$ cat src/hdl/tag_cfg_pkg.sv
//~~~~~~~~~~~~~~~~~~~~~~~~~~~~~~~~~~~~~~~~
// Geometry of the two-way tag store
// Entry layout fixed by the 256x59 SRAM
// Group bits must match the SRAM split
//~~~~~~~~~~~~~~~~~~~~~~~~~~~~~~~~~~~~~~~~
package tag_cfg_pkg;

  // Set index, 256 sets per way
  localparam int INDEX_W = 8;

  // Field widths of one entry
  localparam int TAG_W   = 29;
  localparam int ATTR_W  = 29;
  localparam int ENTRY_W = 1 + TAG_W + ATTR_W;

  // Valid bit sits on top of the entry
  localparam int VALID_BIT    = ENTRY_W - 1;
  // WEN bits that steer the tag and attr groups
  localparam int TAG_GRP_BIT  = VALID_BIT - 1;
  localparam int ATTR_GRP_BIT = ATTR_W - 1;

  localparam int NUM_WAYS = 2;

endpackage

$ cat src/hdl/tag_types_pkg.sv
//~~~~~~~~~~~~~~~~~~~~~~~~~~~~~~~~~~~~~~~~
// Command, entry and response types
// tag_entry_t bit order equals SRAM order
// Opcode value 3 is unused
//~~~~~~~~~~~~~~~~~~~~~~~~~~~~~~~~~~~~~~~~
package tag_types_pkg;
  import tag_cfg_pkg::*;

  // Tag store commands
  typedef enum logic [1:0] {
    OP_LOOKUP = 2'd0,
    OP_FILL   = 2'd1,
    OP_INVAL  = 2'd2
  } tag_op_e;

  // One stored entry, valid in bit 58
  typedef struct packed {
    logic              valid;
    logic [TAG_W-1:0]  tag;
    logic [ATTR_W-1:0] attr;
  } tag_entry_t;

  // Incoming command, way only used by fill
  typedef struct packed {
    tag_op_e            op;
    logic [INDEX_W-1:0] index;
    logic [TAG_W-1:0]   tag;
    logic [ATTR_W-1:0]  attr;
    logic               way;
  } tag_cmd_t;

  // Lookup result
  typedef struct packed {
    logic              hit;
    logic              hit_way;
    logic              multi_hit;
    logic [ATTR_W-1:0] attr;
  } tag_rsp_t;

  // SRAM control bundle for one way, all strobes active low
  typedef struct packed {
    logic               cen;
    logic               gwen;
    logic [ENTRY_W-1:0] wen;
    logic [ENTRY_W-1:0] d;
  } way_ctl_t;

endpackage

$ cat src/hdl/tag_hit_merge.sv
//~~~~~~~~~~~~~~~~~~~~~~~~~~~~~~~~~~~~~~~~
// Hit compare over both ways
// rsp fields valid only with rsp_valid
// Way 0 wins on a multi-hit
//~~~~~~~~~~~~~~~~~~~~~~~~~~~~~~~~~~~~~~~~
module tag_hit_merge
  import tag_cfg_pkg::*;
  import tag_types_pkg::*;
(
  input  logic             CLK,
  input  logic             rst_n,
  input  logic             lookup_pend,
  input  logic [TAG_W-1:0] pend_tag,
  input  tag_entry_t       q0,
  input  tag_entry_t       q1,
  output logic             rsp_valid,
  output tag_rsp_t         rsp
);

  logic match0;
  logic match1;

  // Response strobe, one cycle after the lookup decode
  always_ff @(posedge CLK) begin
    if (!rst_n) begin
      rsp_valid <= 1'b0;
    end else begin
      rsp_valid <= lookup_pend;
    end
  end

  // Invalid entries never match, whatever their tag holds
  assign match0 = q0.valid && (q0.tag == pend_tag);
  assign match1 = q1.valid && (q1.tag == pend_tag);

  assign rsp.hit       = match0 || match1;
  assign rsp.hit_way   = match1 && !match0;
  // Same tag in both ways, software error
  assign rsp.multi_hit = match0 && match1;

  always_comb begin
    if (match0) begin
      rsp.attr = q0.attr;
    end else if (match1) begin
      rsp.attr = q1.attr;
    end else begin
      rsp.attr = '0;
    end
  end

endmodule

$ cat config.mk
export PLATFORM = sky130hd
export DESIGN_NAME = tag_hit_merge
export DESIGN_NICKNAME = d
export VERILOG_FILES = /design/src/hdl/tag_cfg_pkg.sv /design/src/hdl/tag_types_pkg.sv /design/src/hdl/tag_hit_merge.sv
export SDC_FILE = /design/constraint.sdc
export NUM_CORES = 1
export LEC_CHECK = 0
export ABC_AREA = 1
export BUFFER_PORTS_ARGS = -buffer_cell sky130_fd_sc_hd__buf_4
export CAP_MARGIN = 20
export CORE_ASPECT_RATIO = 0.6
export CORE_MARGIN = 2
export CORE_UTILIZATION = 35
export DETAILED_ROUTE_END_ITERATION = 8
export HOLD_SLACK_MARGIN = 0.1
export PLACE_DENSITY = 0.83
export SLEW_MARGIN = 20
export SYNTH_ARGS = -nofsm -noshare
export SYNTH_HDL_FRONTEND = slang
export SYNTH_SLANG_ARGS = --single-unit
$ cat constraint.sdc
create_clock -name CLK -period 1.6 [get_ports CLK]
set_input_delay 0.16 -clock CLK [delete_from_list [all_inputs] [get_ports CLK]]
set_output_delay 0.16 -clock CLK [all_outputs]
set_load 0.01 [all_outputs]
# Yosys cells after proc, flatten, opt, wreduce, memory -nomap -nowiden
# Index checks and enable logic that the tools add are counted.
# word_totals
reg_bits,1
latch_bits,0
ram_bits,0
mem_bits_ro,0
inputBits,150
out_inout_bits,33
memories,0
# classes
add_sub_neg,0
n_mul,0
div_mod_pow,0
order_cmp,0
n_eq_ne,2
shifts,0
muxes,2
n_bitwise,0
n_reduce_logical,6
# ops
cell,count
== test 29 bit,2
two-way mux 29 bit,2
logical AND 1 bit,4
zero test 1 bit,1
logical OR 1 bit,1

# Longest topological paths before layout
# logic_depth
word_depth,4
ltp_mapped,12
mapped_depth_nobuf,11

# Least setup slack after synthesis
# OpenSTA, ideal clock, no wires.
# synth_timing
path_kind,input port to output port
start,input pend_tag[5]
end,output rsp[18] in the netlist's numbering
arrival_ns,1.119
setup_slack_ns,0.321
cell_stages,11
cell_sequence,inv_1 nor2_1 nor2_1 nand2_1 nor2_1 nand2_1 nor2_2 buf_4 buf_4 nand3_1 nand2_1
# synth_rtl
item,line,text
"start, declared",tag_hit_merge.sv:13,"input logic [TAG_W-1:0] pend_tag,"
"end, declared",tag_hit_merge.sv:17,output tag_rsp_t rsp

==> qor.yml <==
status:
  status: "finished, violations left"
  violations: "negative setup slack"
grt:
  grt.total_usage_pct: 27.3
  antenna_found_initial: 0
  grt-ovfl-total: 0
  grt_pass1_wl_um: 11600
  grt_pass1_vias: 2488
  grt_max_degree: 33
synthesis:
  yosysTopAreaCell: "nand2_1"
  synth.area.top_cells: "nand2_1 39%, nand3_1 18%, inv_1 17%, nor2_1 7.4%, buf_4 3.2%"
  synth.avg_cell_area_um2: 4.27
  ys_seq_elements: 1
  yosysSeqAreaShare_pct: 1.23
  synth.distinct_cells: 18
  yosys.area.top_type_share_pct: 39.1
  yosysWarningCount: 0
  syn_inst: 382
  synth.cell_area_mm2: 0.00163
  syn-num-nets: 532
min_path:
  min_path_cells: 3
  min_from: "lookup_pend"
  hp-class: "in2reg"
  min_to: "rsp_valid"
pwr:
  power_switching_w: 0.000262
  cellPowerDensity_mw_per_mm2: 173
  clkPwrFrac_pct: 0
  vdd_drop_max_uv: 148
  intPower_w: 0.000367
  switching_share_pct: 41.6
  combPwrFrac_pct: 95.7
  p_seq_share_pct: 4.3
  leakagePower_nw: 2.23
setup_path:
  cp_max_fo: 8
  cp-end-kind: "primary output"
  start_kind: "input pin"
  worstSetupPathType: "in2out"
  critPathRequiredTime_ns: 1.44
  cp.arrival_ns: 1.57
route:
  drtIter0Drc: 157
  num_vias: 3062
  drc: 0
  avgViaCountPerCell: 4.82
  first_pass_iters: 5
  wl_per_cell_um: 14.0
  ant_nets: 0
  drt-total-wl_um: 8900
place:
  placed_cells: 625
  place_ws_ns: -0.0917
  dpl-instance-area_mm2: 0.00310
  io_buffer_count: 182
  place_hpwl_um: 6400
  gp_congestion: 0.926
timing:
  period_share_pct: 108
  setup_violations: 32
  finalWorstSetupSlack_ns: -0.134
  worst_pin_slew_ns: 0.254
  finalMaxSlewViolations: 0
  fin_crit_ns: 1.73
  rsz0062_at_grt: "true"
  maxSlewHeadroom_pct: 82.9
  hold_viol: 0
  max_freq_mhz: 577
finish:
  fill_cells: 362
  layout-drive-gt1-share_pct: 48.1
  final_area_mm2: 0.00364
  fin_nets: 724
  antenna_cells: 0
  largest_reg_flops: 1
  final_cells: 635
  largest-register: "rsp_valid"
  top_regs: "rsp_valid (1)"
  syn2layout_area_growth_pct: 123
clocking:
  cts-hold-fix-buffers: 0
  clkTransAtPathRegs_ns: 0
flow_run:
  drv_cap: 0
die:
  dieArea_mm2: 0.00524
  pin_count: 183
  dieWidth_um: 92.1
  core_area_mm2: 0.00452
  fp.dieH_um: 56.9
  rows: 19
  start_util_pct: 36.1
-- routing by layer --
metal  vias up  routed length, um  track usage (%)  share of wire [%]
met5         -                  0                0                  0
met4         0                128             2.56                1.4
met3        14                795             4.16                8.9
met2       161               4320             46.2                 49
met1      1359               3650             38.1                 41
li1       1528                  -                -                  -
-- synthesized netlist by cell type --
| library cell | instances |
|---|---|
| nand2_1 | 170 |
| inv_1 | 76 |
| nand3_1 | 59 |
| nor2_1 | 32 |
| o21ai_0 | 10 |
| buf_4 | 7 |
| buf_2 | 5 |
| xnor2_1 | 5 |
| nand4_1 | 4 |
| inv_2 | 3 |
| nor2_2 | 3 |
| o21ai_1 | 2 |
| and2_1 | 1 |
| clkinv_1 | 1 |
| dfxtp_1 | 1 |
| nor3_2 | 1 |
| o211ai_1 | 1 |
| xor2_1 | 1 |
-- worst max path at each step --
stage | from | to
after floorplan | pend_tag[5] | rsp[18]
after global placement | pend_tag[16] | rsp[30]
after detailed placement | pend_tag[28] | rsp[22]
after CTS | pend_tag[20] | rsp[22]
after global routing | pend_tag[22] | rsp[15]
final | pend_tag[22] | rsp[30]
-- logic make-up (layout without fill, tap and decap cells) --
family | after synthesis | count (layout) | share of synthesized area [%]
buffers and inverters | 92 | 282 | 23.2
AND/OR/NAND/NOR | 270 | 270 | 68.3
XOR/XNOR | 6 | 6 | 3.22
AO/OA/AOI/OAI | 13 | 13 | 4.14
flip-flops | 1 | 1 | 1.23
-- area by class of cell --
cell class              instances  area (um2)  area share [%]
well taps                      63        78.8            2.17
multi-input cells             289        1480            40.8
inverters                      80         305            8.39
repair buffers                202        1750            48.1
flip-flops and latches          1        20.0           0.550
-- power by group through the flow --
stage,Combinational (W),Clock (W),Sequential [W]
6_report,0.000602,0,0.0000271
5_1_grt,0.000657,0,0.0000272
4_1_cts,0.000546,0,0.0000271
3_5_place_dp,0.000535,0,0.0000271
3_3_place_gp,0.000523,0,0.0000271
2_1_floorplan,0.000176,0,0.0000279
-- worst max-delay path, cell delays in order --
cell       delay [ns]
buf_4            0.09
inv_1            0.06
nand2_1          0.07
o21ai_0          0.12
inv_1            0.08
nand2_1          0.06
nor2_1           0.09
nand2_1          0.11
nor2_4           0.16
nand2_4          0.11
clkbuf_16        0.19
and2_4           0.15
buf_6            0.11
-- cells in the final DEF (no fill, tap or decap), drive strengths merged --
cell type,count
buf,199
xor2,1
o21ai,12
nand3,59
nor3,1
o211ai,1
nand4,4
clkbuf,3
inv,80
and2,1
nor2,35
dfxtp,1
xnor2,5
nand2,170
-- per-stage QoR --
stage	hold slack (ns)	utilization [%]	setup TNS, ns	power [W]
6_report	0.351	80.6	-3.30	0.000629
4_1_cts	0.351	71.5	-1.16	0.000573
2_1_floorplan	0.253	-	0	0.000204
3_3_place_gp	0.340	68.6	-2.01	0.000550
3_5_place_dp	0.351	68.6	-2.16	0.000562
5_1_grt	0.365	80.6	-6.07	0.000684
-- what timing repair did --
action,in CTS,in global routing
endpoints found under the setup margin,32,32
gates resized for setup,18,97
gates cloned,2,4
setup buffers,4,0
pin swaps,0,45
endpoints found under the hold margin,0,0
(Power assumes the default switching activity.)
