**config.mk**
```make
export PLATFORM = sky130hd
export DESIGN_NAME = tag_array_ctrl
export DESIGN_NICKNAME = d
export VERILOG_FILES = /design/src/hdl/tag_cfg_pkg.sv /design/src/hdl/tag_types_pkg.sv /design/src/hdl/tag_array_ctrl.sv
export SDC_FILE = /design/constraint.sdc
export NUM_CORES = 1
export LEC_CHECK = 0
export BUFFER_PORTS_ARGS = -buffer_cell sky130_fd_sc_hd__buf_2
export CELL_PAD_IN_SITES_DETAIL_PLACEMENT = 1
export CELL_PAD_IN_SITES_GLOBAL_PLACEMENT = 2
export CORE_ASPECT_RATIO = 0.75
export CORE_MARGIN = 10
export CORE_UTILIZATION = 15
export CTS_CLUSTER_DIAMETER = 30
export DETAILED_ROUTE_END_ITERATION = 6
export PLACE_DENSITY_LB_ADDON = 0.1
export SYNTH_ARGS = -nofsm -noshare
export SYNTH_HDL_FRONTEND = slang
export SYNTH_SLANG_ARGS = --single-unit
```
**constraint.sdc**
```tcl
create_clock -name CLK -period 4.75 [get_ports CLK]
set_input_delay 0 -clock CLK [delete_from_list [all_inputs] [get_ports CLK]]
set_output_delay 0 -clock CLK [all_outputs]
set_load 0.05 [all_outputs]
```
**src/hdl/tag_cfg_pkg.sv**
```systemverilog
//~~~~~~~~~~~~~~~~~~~~~~~~~~~~~~~~~~~~~~~~
// Geometry of the two-way tag store
// Entry layout fixed by the 256x59 SRAM
// Group bits must match the SRAM split
//~~~~~~~~~~~~~~~~~~~~~~~~~~~~~~~~~~~~~~~~
package tag_cfg_pkg;

  // Set index, 256 sets per way
  localparam int INDEX_W = 8;

  // Field widths of one entry
  localparam int TAG_W   = 29;
  localparam int ATTR_W  = 29;
  localparam int ENTRY_W = 1 + TAG_W + ATTR_W;

  // Valid bit sits on top of the entry
  localparam int VALID_BIT    = ENTRY_W - 1;
  // WEN bits that steer the tag and attr groups
  localparam int TAG_GRP_BIT  = VALID_BIT - 1;
  localparam int ATTR_GRP_BIT = ATTR_W - 1;

  localparam int NUM_WAYS = 2;

endpackage

```
**src/hdl/tag_types_pkg.sv**
```systemverilog
//~~~~~~~~~~~~~~~~~~~~~~~~~~~~~~~~~~~~~~~~
// Command, entry and response types
// tag_entry_t bit order equals SRAM order
// Opcode value 3 is unused
//~~~~~~~~~~~~~~~~~~~~~~~~~~~~~~~~~~~~~~~~
package tag_types_pkg;
  import tag_cfg_pkg::*;

  // Tag store commands
  typedef enum logic [1:0] {
    OP_LOOKUP = 2'd0,
    OP_FILL   = 2'd1,
    OP_INVAL  = 2'd2
  } tag_op_e;

  // One stored entry, valid in bit 58
  typedef struct packed {
    logic              valid;
    logic [TAG_W-1:0]  tag;
    logic [ATTR_W-1:0] attr;
  } tag_entry_t;

  // Incoming command, way only used by fill
  typedef struct packed {
    tag_op_e            op;
    logic [INDEX_W-1:0] index;
    logic [TAG_W-1:0]   tag;
    logic [ATTR_W-1:0]  attr;
    logic               way;
  } tag_cmd_t;

  // Lookup result
  typedef struct packed {
    logic              hit;
    logic              hit_way;
    logic              multi_hit;
    logic [ATTR_W-1:0] attr;
  } tag_rsp_t;

  // SRAM control bundle for one way, all strobes active low
  typedef struct packed {
    logic               cen;
    logic               gwen;
    logic [ENTRY_W-1:0] wen;
    logic [ENTRY_W-1:0] d;
  } way_ctl_t;

endpackage

```
**src/hdl/tag_array_ctrl.sv**
```systemverilog
//~~~~~~~~~~~~~~~~~~~~~~~~~~~~~~~~~~~~~~~~
// Command decode for both tag ways
// One command per cycle, no back-pressure
// cmd_valid is dropped while rst_n is low
//~~~~~~~~~~~~~~~~~~~~~~~~~~~~~~~~~~~~~~~~
module tag_array_ctrl
  import tag_cfg_pkg::*;
  import tag_types_pkg::*;
(
  input  logic               CLK,
  input  logic               rst_n,
  input  logic               cmd_valid,
  input  tag_cmd_t           cmd,
  output way_ctl_t           ctl0,
  output way_ctl_t           ctl1,
  output logic [INDEX_W-1:0] index,
  output logic               lookup_pend,
  output logic [TAG_W-1:0]   pend_tag
);

  // Invalidate touches the valid group only
  localparam logic [ENTRY_W-1:0] INVAL_WEN = ~(ENTRY_W'(1) << VALID_BIT);

  logic       cmd_go;
  tag_entry_t wr_entry;
  way_ctl_t   ctl [NUM_WAYS];

  assign cmd_go = cmd_valid && rst_n;

  // Fill sets valid, invalidate clears it
  assign wr_entry.valid = (cmd.op == OP_FILL);
  assign wr_entry.tag   = cmd.tag;
  assign wr_entry.attr  = cmd.attr;

  always_comb begin
    for (int w = 0; w < NUM_WAYS; w++) begin
      // Idle, chip disabled and nothing written
      ctl[w].cen  = 1'b1;
      ctl[w].gwen = 1'b1;
      ctl[w].wen  = '1;
      ctl[w].d    = wr_entry;
      if (cmd_go) begin
        case (cmd.op)
          OP_LOOKUP: begin
            // Read both ways in parallel
            ctl[w].cen = 1'b0;
          end
          OP_FILL: begin
            // Whole entry, named way only
            if (cmd.way == w[0]) begin
              ctl[w].cen  = 1'b0;
              ctl[w].gwen = 1'b0;
              ctl[w].wen  = '0;
            end
          end
          OP_INVAL: begin
            ctl[w].cen  = 1'b0;
            ctl[w].gwen = 1'b0;
            ctl[w].wen  = INVAL_WEN;
          end
          default: begin
            // Unused opcode, stay idle
            ctl[w].cen = 1'b1;
          end
        endcase
      end
    end
  end

  assign ctl0  = ctl[0];
  assign ctl1  = ctl[1];
  assign index = cmd.index;

  // Lookup in decode this cycle, compared next cycle
  assign lookup_pend = cmd_go && (cmd.op == OP_LOOKUP);

  // Tag for the compare stage, lines up with the RAM read
  always_ff @(posedge CLK) begin
    if (lookup_pend) begin
      pend_tag <= cmd.tag;
    end
  end

endmodule

```
======== After elaboration in Yosys (flattened, before gate mapping) ========
Index checks and enable logic that the tools add are counted.
Widths: inputs -> output; s select.
operators by class
  equality and inequality tests ........... 2
  mux-type cells .......................... 8
  reduce and logical (&&, ||, !) cells .... 4
operator list
  cell                count
  $mux 61             4
  $pmux 60 s2         2
  $pmux 1 s2          2
  $eq 2x1->1 const B  1
  $eq 2x2->1 const B  1
  $logic_and 1x1->1   2
  $logic_not 2->1     1
  $reduce_or 2->1     1
storage, ports and cells
  register bits after elaboration ......... 29
  input bits .............................. 72
  output and inout port bits .............. 278
  logic and storage cells ................. 15

======== Longest topological paths before layout ========
Gate-level depths: netlist of run 1.
  depth in word-level cells ............... 4
  gate-level depth with buffers ........... 5
  depth with buffers taken out ............ 4

======== Worst setup path after synthesis of run 1 ========
No wires, ideal clock.
  path kind ............................... input to output
  start ................................... input port cmd[68] (netlist bit)
  end ..................................... output port ctl1[100] (netlist bit)
  data arrival time ....................... 5.394 ns
  required time ........................... 4.750 ns
  setup slack ............................. -0.644 ns
  stages on the path ...................... 5
  path buffers ............................ 1
  cell sequence ........................... inv_1 -> ha_1 -> inv_1 -> o21ai_0 -> buf_4
RTL lines
  item             line                  RTL
  start, declared  tag_array_ctrl.sv:13  input tag_cmd_t cmd,
  end, declared    tag_array_ctrl.sv:15  output way_ctl_t ctl1,

==> results of run 1 <==
==> critical path, delay by kind of cell <==
| kind | cells | cell delay (ns) |
|---|---|---|
| adder cells (fa/ha/maj) | 1 | 0.27 |
| buffers and inverters | 3 | 0.56 |
| AND/OR/NAND/NOR | 2 | 0.76 |
==> routing by layer <==
layer | share of wire | wire, µm | track usage | up-vias
met5 | 0 | 0 | 0 | -
met4 | 0.013 | 108 | 0.0221 | 0
met3 | 0.20 | 1650 | 0.0457 | 11
met2 | 0.45 | 3810 | 0.101 | 175
met1 | 0.34 | 2850 | 0.0611 | 703
li1 | - | - | - | 750
==> cell usage in the layout (no fill, tap or decap), drive strengths merged <==
| master | synthesis | final |
|---|---|---|
| buf | 241 | 247 |
| dlygate4sd3 | 0 | 29 |
| edfxtp | 29 | 29 |
| clkbuf | 0 | 6 |
| inv | 4 | 4 |
| ha | 4 | 4 |
| nand2 | 3 | 3 |
| clkinv | 0 | 2 |
| diode | 0 | 1 |
| nand2b | 1 | 1 |
| a21o | 1 | 1 |
| and4b | 1 | 1 |
| o21ai | 1 | 1 |
| o2111ai | 1 | 1 |
| and3 | 1 | 1 |
| a211o | 1 | 1 |
| or3b | 1 | 1 |
==> Yosys cell counts <==
master and instances:
o21ai_0 1, inv_1 4, nand2b_1 1, edfxtp_1 29
ha_1 4, nand2_2 1, nand2_1 2, and3_2 1
or3b_1 1, and4b_2 1, a211o_2 1, a21o_2 1
buf_4 241, o2111ai_1 1
==> power groups by stage <==
stage	Sequential [mW]	Clock, mW	Combinational [mW]
6_report	0.292	0.300	0.431
5_1_grt	0.293	0.331	0.451
4_1_cts	0.292	0.316	0.438
3_5_place_dp	0.297	0	0.420
3_3_place_gp	0.297	0	0.423
2_1_floorplan	0.325	0	0.534
==> through the flow <==
stage / setup slack, ns / util / std cells / power, mW / hold WS [ns]
after floorplan: 0.959 / - / 289 / 0.858 / 0.0989
after global placement: 2.72 / 0.139 / 542 / 0.720 / 0.000341
after detailed placement: 2.66 / 0.139 / 542 / 0.717 / 0.000341
after CTS: 2.66 / 0.162 / 579 / 1.05 / 0.000341
after global routing: 2.89 / 0.162 / 579 / 1.08 / 0.0000718
final: 3.13 / 0.162 / 580 / 1.02 / 0.0000193
==> kinds of logic (layout without fill, tap and decap cells) <==
kind of cell,count (synthesis),count (layout),share of synthesized area
flops,29,29,0.308
simple gates,7,7,0.0168
other cells,0,1,0
fa+ha+maj,4,4,0.0177
compound gates,4,4,0.0115
buf+inv,245,288,0.646
==> worst max path at each step <==
stage,to,slack (ns)
after floorplan,ctl1[100],0.96
after global placement,ctl0[73],2.72
after detailed placement,ctl0[112],2.66
after CTS,ctl0[112],2.66
after global routing,ctl0[105],2.89
final,ctl0[113],3.13
==> layout make-up <==
class	instances	area (µm²)	area share
multi-input cells	15	136	0.0454
inverters	4	15.0	0.00500
repair buffers	276	1530	0.509
clock inverters	2	10.0	0.00333
well taps	247	309	0.103
clock buffers	6	129	0.0429
flip-flops and latches	29	871	0.290
diodes	1	2.50	0.000834
==> timing repair <==
item / 4_1_cts / 5_1_grt
hold buffers: 29 / 0
setup buffers: 0 / 0
endpoints found under the hold margin: 29 / 0
==> flow_summary_export.csv, run 1 <==
group,metric,value,unit
outcome,outcome,"completed",
power_and_ir_drop,switchingPower,0.459,mW
detailed_routing,routed_wire_length_per_instance,14.5,µm
layout,fin_area,0.00300,mm²
floorplan,core_area,0.0185,mm²
sta,grt_setup_unrepaired,"false",
layout,n_fill_cell,2232,
layout,drive_above_1_share,0.786,
sta,post-route-period-util,0.341,
detailed_routing,firstDrtPassIters,3,
setup_path,path_max_fanout,58,
global_routing,grt_pass1_vias,1869,
power_and_ir_drop,seqPwrFrac,0.286,
power_and_ir_drop,p_leak,1.34,nW
sta,worst_slew_margin_rel,0.472,
layout,top_register,"pend_tag",
sta,timing_hold_violations_final,0,
floorplan,die_x,178,µm
placed_design,place.gp.congestion,0.675,
sta,report.final.setup_viol,0,
setup_path,cpPeakStageDelay,0.53,ns
power_and_ir_drop,vdd_ir_drop_max,109,µV
placed_design,placed_cell_area,0.00257,mm²
sta,max_slew.worst_pin.slew,0.792,ns
detailed_routing,route.final.wire_length,8410,µm
clock_network,cts-root-buf,"clkbuf_16",
logic_synthesis,synthesis.instances,289,
logic_synthesis,synthesis.yosys.warnings,0,
floorplan,start_util,0.153,
setup_path,worst_ep_arrival_time,1.62,ns
setup_path,worstSetupEndpointType,"output port",
flow_run,drv_cap,0,
power_and_ir_drop,power_report.internal_total,0.564,mW
logic_synthesis,syn_nets,365,
clock_network,cts.htree.levels,2,
global_routing,antenna_found_initial,1,
detailed_routing,vias_per_cell,2.83,
setup_path,crit_path_start,"cmd[67]",
min_path,timing.hold.worst_path_depth,0,
detailed_routing,vias,1639,
clock_network,tritoncts,"yes",
clock_network,tritoncts.num_buffers,5,
floorplan,die_y,139,µm
layout,largest_registers,"pend_tag: 29 flops",
setup_path,worst_ep_required_time,4.75,ns
logic_synthesis,post_synth.cell_area_avg,9.78,µm²
power_and_ir_drop,share_clk_of_total_power,0.293,
layout,finalNetCount,407,
global_routing,global_route.usage.total,0.0627,
sta,fmax,618,MHz
setup_path,type_of_the_setup_path_with_the_least_slack,"in2out",
floorplan,core.rowCount,43,
placed_design,buffer_ports.inserted,246,
placed_design,dp_hpwl,6970,µm
floorplan,ioPinCount,350,
logic_synthesis,synth_top_cell_by_area,"buf_4",
logic_synthesis,yosys-top-cells-area,"buf_4 (64%), edfxtp_1 (31%), ha_1 (1.8%)",
global_routing,pin_count_of_the_biggest_net_entering_global_routing,59,
setup_path,cp_cell_sequence,"buf_2 > inv_1 > ha_1 > and4b_2 > nand2_2 > buf_2",
sta,finalCriticalPeriod,1.62,ns
power_and_ir_drop,p_comb_frac,0.421,
detailed_routing,drt_iter0_drc,44,
layout,flip_flop_count_of_the_largest_register_after_layout,29,
logic_synthesis,synthesis.area,0.00283,mm²
sta,fin_setup_tns,0,ns
sta,slew_violations,0,
clock_network,cts_buffer_depth,2,
global_routing,global_route_wire_length_before_repair,11900,µm
clock_network,cts_repair_resize_count,0,
setup_path,critPathLaunchType,"primary input",
clock_network,cts_sinks,29,
logic_synthesis,postSynthRegisterBits,29,
layout,area_growth,6.24,%
min_path,worstHoldStart,"cmd[59]",
detailed_routing,drc_errors,0,
setup_path,timing.critical_path.mode_cell,"buf_2",
setup_path,timing.critical_path.slowest_stage_cell,"nand2_2",
min_path,whs_endpoint,"index[0]",
detailed_routing,antenna_left,0,
min_path,worst_hold_path_type,"in2out",
floorplan,die_area,0.0248,mm²
logic_synthesis,synth_top_cell_area_share,0.640,
logic_synthesis,post_synth_num_cell_types,14,
power_and_ir_drop,power_density,341,mW/mm²
global_routing,grt_overflow_total,0,
power_and_ir_drop,power.share.switching,0.449,
logic_synthesis,yosysSeqAreaShare,0.308,
Power figures use the tool's default switching activity.
==> run 2: changes to the inputs <==
- CORE_UTILIZATION: 15 -> 14
- clock period: 4.75 -> 1.4 ns (I/O delays scaled with it)
==> flow_summary_export.csv, run 2 (synthesis gave the netlist of run 1 again) <==
group,metric,value,unit
outcome,outcome,"completed",
floorplan,core.rowCount,44,
layout,area_growth,11.0,%
layout,flip_flop_count_of_the_largest_register_after_layout,29,
clock_network,tritoncts.num_buffers,5,
floorplan,die_area,0.0263,mm²
sta,timing_hold_violations_final,0,
clock_network,cts-root-buf,"clkbuf_16",
sta,timing.hold.ws,0.0000269,ns
global_routing,antenna_found_initial,1,
placed_design,placed_cell_area,0.00266,mm²
layout,multi_input_area,170,µm²
power_and_ir_drop,power.share.switching,0.426,
power_and_ir_drop,power_density,1170,mW/mm²
detailed_routing,drt_iter0_drc,31,
detailed_routing,routed_wire_length_per_instance,14.8,µm
setup_path,critPathLaunchType,"primary input",
power_and_ir_drop,p_leak,1.39,nW
floorplan,die_x,184,µm
global_routing,global_route.usage.total,0.0590,
detailed_routing,vias,1677,
sta,grt_setup_unrepaired,"true",
setup_path,path_max_fanout,58,
setup_path,timing.critical_path.slowest_stage_cell,"buf_2",
clock_network,cts.htree.levels,2,
layout,largest_registers,"pend_tag: 29 flops",
layout,antennaDiodeCount,0,
global_routing,grt_pass1_vias,1934,
sta,post-route-period-util,0.985,
layout,finalNetCount,410,
flow_run,drv_cap,0,
setup_path,worstSetupEndpointType,"output port",
setup_path,timing.critical_path.mode_cell,"buf_2",
power_and_ir_drop,power_report.internal_total,2.11,mW
placed_design,dp_hpwl,7270,µm
power_and_ir_drop,vdd_ir_drop_max,385,µV
power_and_ir_drop,share_clk_of_total_power,0.325,
sta,worst_slew_margin_rel,0.804,
floorplan,core_area,0.0196,mm²
clock_network,cts_sinks,29,
placed_design,place.gp.congestion,0.648,
sta,fmax,725,MHz
sta,report.final.setup_viol,0,
global_routing,global_route_wire_length_before_repair,11800,µm
sta,slew_violations,0,
detailed_routing,firstDrtPassIters,4,
power_and_ir_drop,switchingPower,1.57,mW
power_and_ir_drop,p_comb_frac,0.406,
placed_design,buffer_ports.inserted,246,
sta,finalCriticalPeriod,1.38,ns
detailed_routing,route.final.wire_length,8690,µm
layout,final_cell_mix,"buf_2 (241), dlygate4sd3_1 (29), edfxtp_1 (29)",
setup_path,worst_ep_arrival_time,1.38,ns
layout,top_register,"pend_tag",
layout,sequential_cell_area,871,µm²
floorplan,die_y,143,µm
detailed_routing,drc_errors,0,
clock_network,cts_buffer_depth,2,
min_path,worst_hold_path_type,"in2out",
setup_path,worst_ep_required_time,1.40,ns
clock_network,tritoncts,"yes",
global_routing,grt_overflow_total,0,
layout,fin_area,0.00314,mm²
layout,layout.cells.most_common,"buf_2",
detailed_routing,vias_per_cell,2.85,
detailed_routing,antenna_left,0,
sta,fin_setup_tns,0,ns
setup_path,cpPeakStageDelay,0.30,ns
power_and_ir_drop,seqPwrFrac,0.269,
sta,max_slew.worst_pin.slew,0.296,ns
floorplan,start_util,0.144,
setup_path,cp_cell_sequence,"buf_2 > inv_12 > ha_1 > and4b_2 > o21ai_4 > buf_12 > buf_2",
layout,drive_above_1_share,0.794,
setup_path,type_of_the_setup_path_with_the_least_slack,"in2out",
global_routing,pin_count_of_the_biggest_net_entering_global_routing,59,
floorplan,ioPinCount,350,
layout,n_fill_cell,2322,
-- run 2: power groups by stage --
stage / registers [mW] / clock network, mW / logic, mW
3_5_place_dp: 1.01 / 0 / 1.45
2_1_floorplan: 1.10 / 0 / 1.82
3_3_place_gp: 1.01 / 0 / 1.46
6_report: 0.991 / 1.20 / 1.49
5_1_grt: 0.993 / 1.31 / 1.56
4_1_cts: 0.991 / 1.26 / 1.52
-- run 2: worst max-delay path, delay by kind of cell --
family,cells,cell delay [ns]
buffers and inverters,4,0.74
and+or+nand+nor,1,0.27
adders and majority gates,1,0.26
AOI/OAI and AO/OA,1,0.09
-- run 2: path summary, 6_finish.rpt --
kind	startpoint	end	slack, ns	cells past startpoint
worst max-delay path	cmd[68]	ctl1[109]	0.02	7
worst min-delay path	cmd[29]	ctl0[28]	0.00003	0
-- run 2: metal layers --
| metal | global-route usage | part of all wire | vias up |
|---|---|---|---|
| li1 | - | - | 756 |
| met1 | 0.0563 | 0.36 | 727 |
| met2 | 0.0952 | 0.46 | 168 |
| met3 | 0.0406 | 0.16 | 24 |
| met4 | 0.0301 | 0.021 | 2 |
| met5 | 0 | 0.0013 | - |
-- run 2: what timing repair did --
action,in CTS,in global routing
hold buffers,29,0
setup buffers,0,0
hold endpoints to repair,29,0
gates resized for setup,2,4
setup endpoints to repair,58,57
-- run 2: stage by stage --
stage          utilization  power (mW)  worst slack [ns]  instances
5_1_grt              0.160        3.86           -0.0526        588
6_report             0.160        3.68            0.0214        588
3_3_place_gp         0.136        2.47           -0.0121        551
3_5_place_dp         0.136        2.46           -0.0476        551
2_1_floorplan            -        2.92            -0.457        289
4_1_cts              0.160        3.76       -0.00000333        588
-- run 2: cell type report --
type	instances	area share
clock buffers	6	0.0411
clock inverters	2	0.0108
inverters	4	0.00878
multi-input cells	15	0.0542
flip-flops and latches	29	0.278
well taps	253	0.101
repair buffers	279	0.507
==> run 3: changes to the inputs <==
- ABC_AREA: unset -> 1
- REMOVE_ABC_BUFFERS: unset -> 1
==> flow_summary_export.csv, run 3 <==
group,metric,value,unit
outcome,outcome,"completed",
layout,largest_registers,"pend_tag: 29 flops",
clock_network,cts.htree.levels,2,
detailed_routing,antenna_left,0,
layout,finalNetCount,418,
global_routing,grt_pass1_vias,2161,
clock_network,cts_sinks,29,
sta,grt_setup_unrepaired,"false",
clock_network,postCtsSetupRepairBufs,0,
placed_design,dp_hpwl,11400,µm
flow_run,drv_cap,0,
clock_network,cts_buffer_depth,2,
detailed_routing,vias_per_cell,3.03,
sta,finalCriticalPeriod,1.23,ns
layout,flip_flop_count_of_the_largest_register_after_layout,29,
logic_synthesis,yosysSeqAreaShare,0.309,
sta,fmax,813,MHz
power_and_ir_drop,switchingPower,1.60,mW
logic_synthesis,synthesis.yosys.warnings,0,
setup_path,type_of_the_setup_path_with_the_least_slack,"in2out",
placed_design,dp_slack,0.159,ns
logic_synthesis,synth_enable_flop_cells,29,
sta,slew_violations,0,
min_path,worst_hold_path_type,"in2out",
sta,timing_hold_violations_final,0,
global_routing,grt_overflow_total,0,
clock_network,tritoncts.num_buffers,5,
logic_synthesis,synthesis.area,0.00282,mm²
sta,worst_slew_margin_rel,0.799,
setup_path,worst_ep_arrival_time,1.23,ns
layout,area_growth,8.74,%
power_and_ir_drop,power.share.switching,0.455,
setup_path,critPathLaunchType,"primary input",
logic_synthesis,synth_top_cell_area_share,0.642,
layout,n_fill_cell,2346,
logic_synthesis,yosys-top-cells-area,"buf_4 (64%), edfxtp_1 (31%), ha_1 (1.8%)",
power_and_ir_drop,power_report.internal_total,1.92,mW
detailed_routing,firstDrtPassIters,4,
detailed_routing,vias,1804,
detailed_routing,routed_wire_length_per_instance,22.2,µm
setup_path,timing.critical_path.slowest_stage_cell,"buf_2",
power_and_ir_drop,seqPwrFrac,0.282,
detailed_routing,drc_errors,0,
global_routing,global_route.usage.total,0.0958,
logic_synthesis,synth-async-reset-ratio,0,
sta,timing.final.ws_setup,0.171,ns
layout,top_register,"pend_tag",
placed_design,placed_cell_area,0.00264,mm²
sta,report.final.setup_viol,0,
layout,layout.cells.most_common,"buf_2",
power_and_ir_drop,vdd_ir_drop_max,349,µV
layout,final_cell_mix,"buf_2 (246), dlygate4sd3_1 (29), edfxtp_1 (29)",
logic_synthesis,post_synth.cell_area_avg,9.53,µm²
setup_path,worstSetupEndpointType,"output port",
floorplan,core_area,0.0196,mm²
global_routing,antenna_found_initial,1,
floorplan,die_area,0.0263,mm²
clock_network,holdBufCountCts,29,
setup_path,worst-path-buf-inv,5,
floorplan,core.rowCount,44,
layout,fin_area,0.00307,mm²
floorplan,start_util,0.144,
power_and_ir_drop,p_comb_frac,0.425,
layout,drive_above_1_share,0.757,
setup_path,cp_cell_sequence,"buf_2 > inv_1 > ha_1 > inv_1 > nor2_1 > nand3_1 > buf_12 > buf_2",
setup_path,path_max_fanout,58,
placed_design,place.gp.congestion,0.686,
logic_synthesis,postSynthRegisterBits,29,
floorplan,die_x,184,µm
sta,post-route-period-util,0.878,
floorplan,ioPinCount,350,
setup_path,worst_ep_required_time,1.40,ns
sta,fin_setup_tns,0,ns
sta,timing.hold.ws,0.000109,ns
logic_synthesis,synth_most_common_cell,"buf_4",
setup_path,path_delay_family,"buffers and inverters",
clock_network,cts-root-buf,"clkbuf_16",
sta,max_slew.worst_pin.slew,0.304,ns
logic_synthesis,most_used_standard_cells_in_the_synthesized_netlist,"buf_4 (241), edfxtp_1 (29), inv_1 (7), nand2_1 (7)",
detailed_routing,drt_iter0_drc,41,
logic_synthesis,synthesis.instances,296,
power_and_ir_drop,share_clk_of_total_power,0.293,
power_and_ir_drop,p_leak,1.38,nW
floorplan,die_y,143,µm
global_routing,pin_count_of_the_biggest_net_entering_global_routing,59,
power_and_ir_drop,power_density,1150,mW/mm²
global_routing,global_route_wire_length_before_repair,17400,µm
clock_network,cts_repair_resize_count,0,
detailed_routing,route.final.wire_length,13200,µm
logic_synthesis,synth_flop_cell,"edfxtp_1",
clock_network,tritoncts,"yes",
logic_synthesis,post_synth_num_cell_types,9,
placed_design,buffer_ports.inserted,246,
setup_path,cpPeakStageDelay,0.33,ns
logic_synthesis,synth_top_cell_by_area,"buf_4",
run 3: layout make-up:
cell class	count	area, µm²	area share
Antenna cell	1	2.50	0.000816
Clock buffer	6	129	0.0420
Clock inverter	1	3.75	0.00122
Inverter	8	30.0	0.00979
Multi-Input combinational cell	18	118	0.0384
Sequential cell	29	871	0.284
Tap cell	253	317	0.103
Timing Repair Buffer	280	1600	0.521
run 3: metal layers:
| metal | vias up | share of wire | routed length (µm) | track usage |
|---|---|---|---|---|
| met5 | - | 0.020 | 260 | 0.0798 |
| met4 | 6 | 0.011 | 145 | 0.0267 |
| met3 | 16 | 0.25 | 3350 | 0.118 |
| met2 | 243 | 0.38 | 4980 | 0.120 |
| met1 | 773 | 0.34 | 4470 | 0.0897 |
| li1 | 766 | - | - | - |
run 3: kinds of logic after synthesis:
logic type / share of synthesized area
adders and majority gates: 0.0177
DFF: 0.309
buffers and inverters: 0.652
and+or+nand+nor: 0.0213
run 3: power by group through the flow:
stage          sequential, mW  combinational [mW]  clock [mW]
2_1_floorplan            1.10               0.424           0
3_3_place_gp             1.01                1.48           0
3_5_place_dp             1.01                1.46           0
4_1_cts                 0.991                1.52        1.12
5_1_grt                 0.993                1.56        1.15
6_report                0.991                1.50        1.03
run 3: worst paths after layout:
path	startpoint	to	slack (ns)	cells after the start
setup / recovery	cmd[67]	ctl0[85]	0.17	8
hold / removal	cmd[61]	index[2]	0.0001	0
run 3: per-stage QoR:
stage | util | instances | power (mW)
5_1_grt | 0.156 | 595 | 3.70
2_1_floorplan | - | 55 | 1.53
4_1_cts | 0.156 | 595 | 3.63
3_3_place_gp | 0.135 | 559 | 2.49
6_report | 0.156 | 596 | 3.52
3_5_place_dp | 0.135 | 559 | 2.47
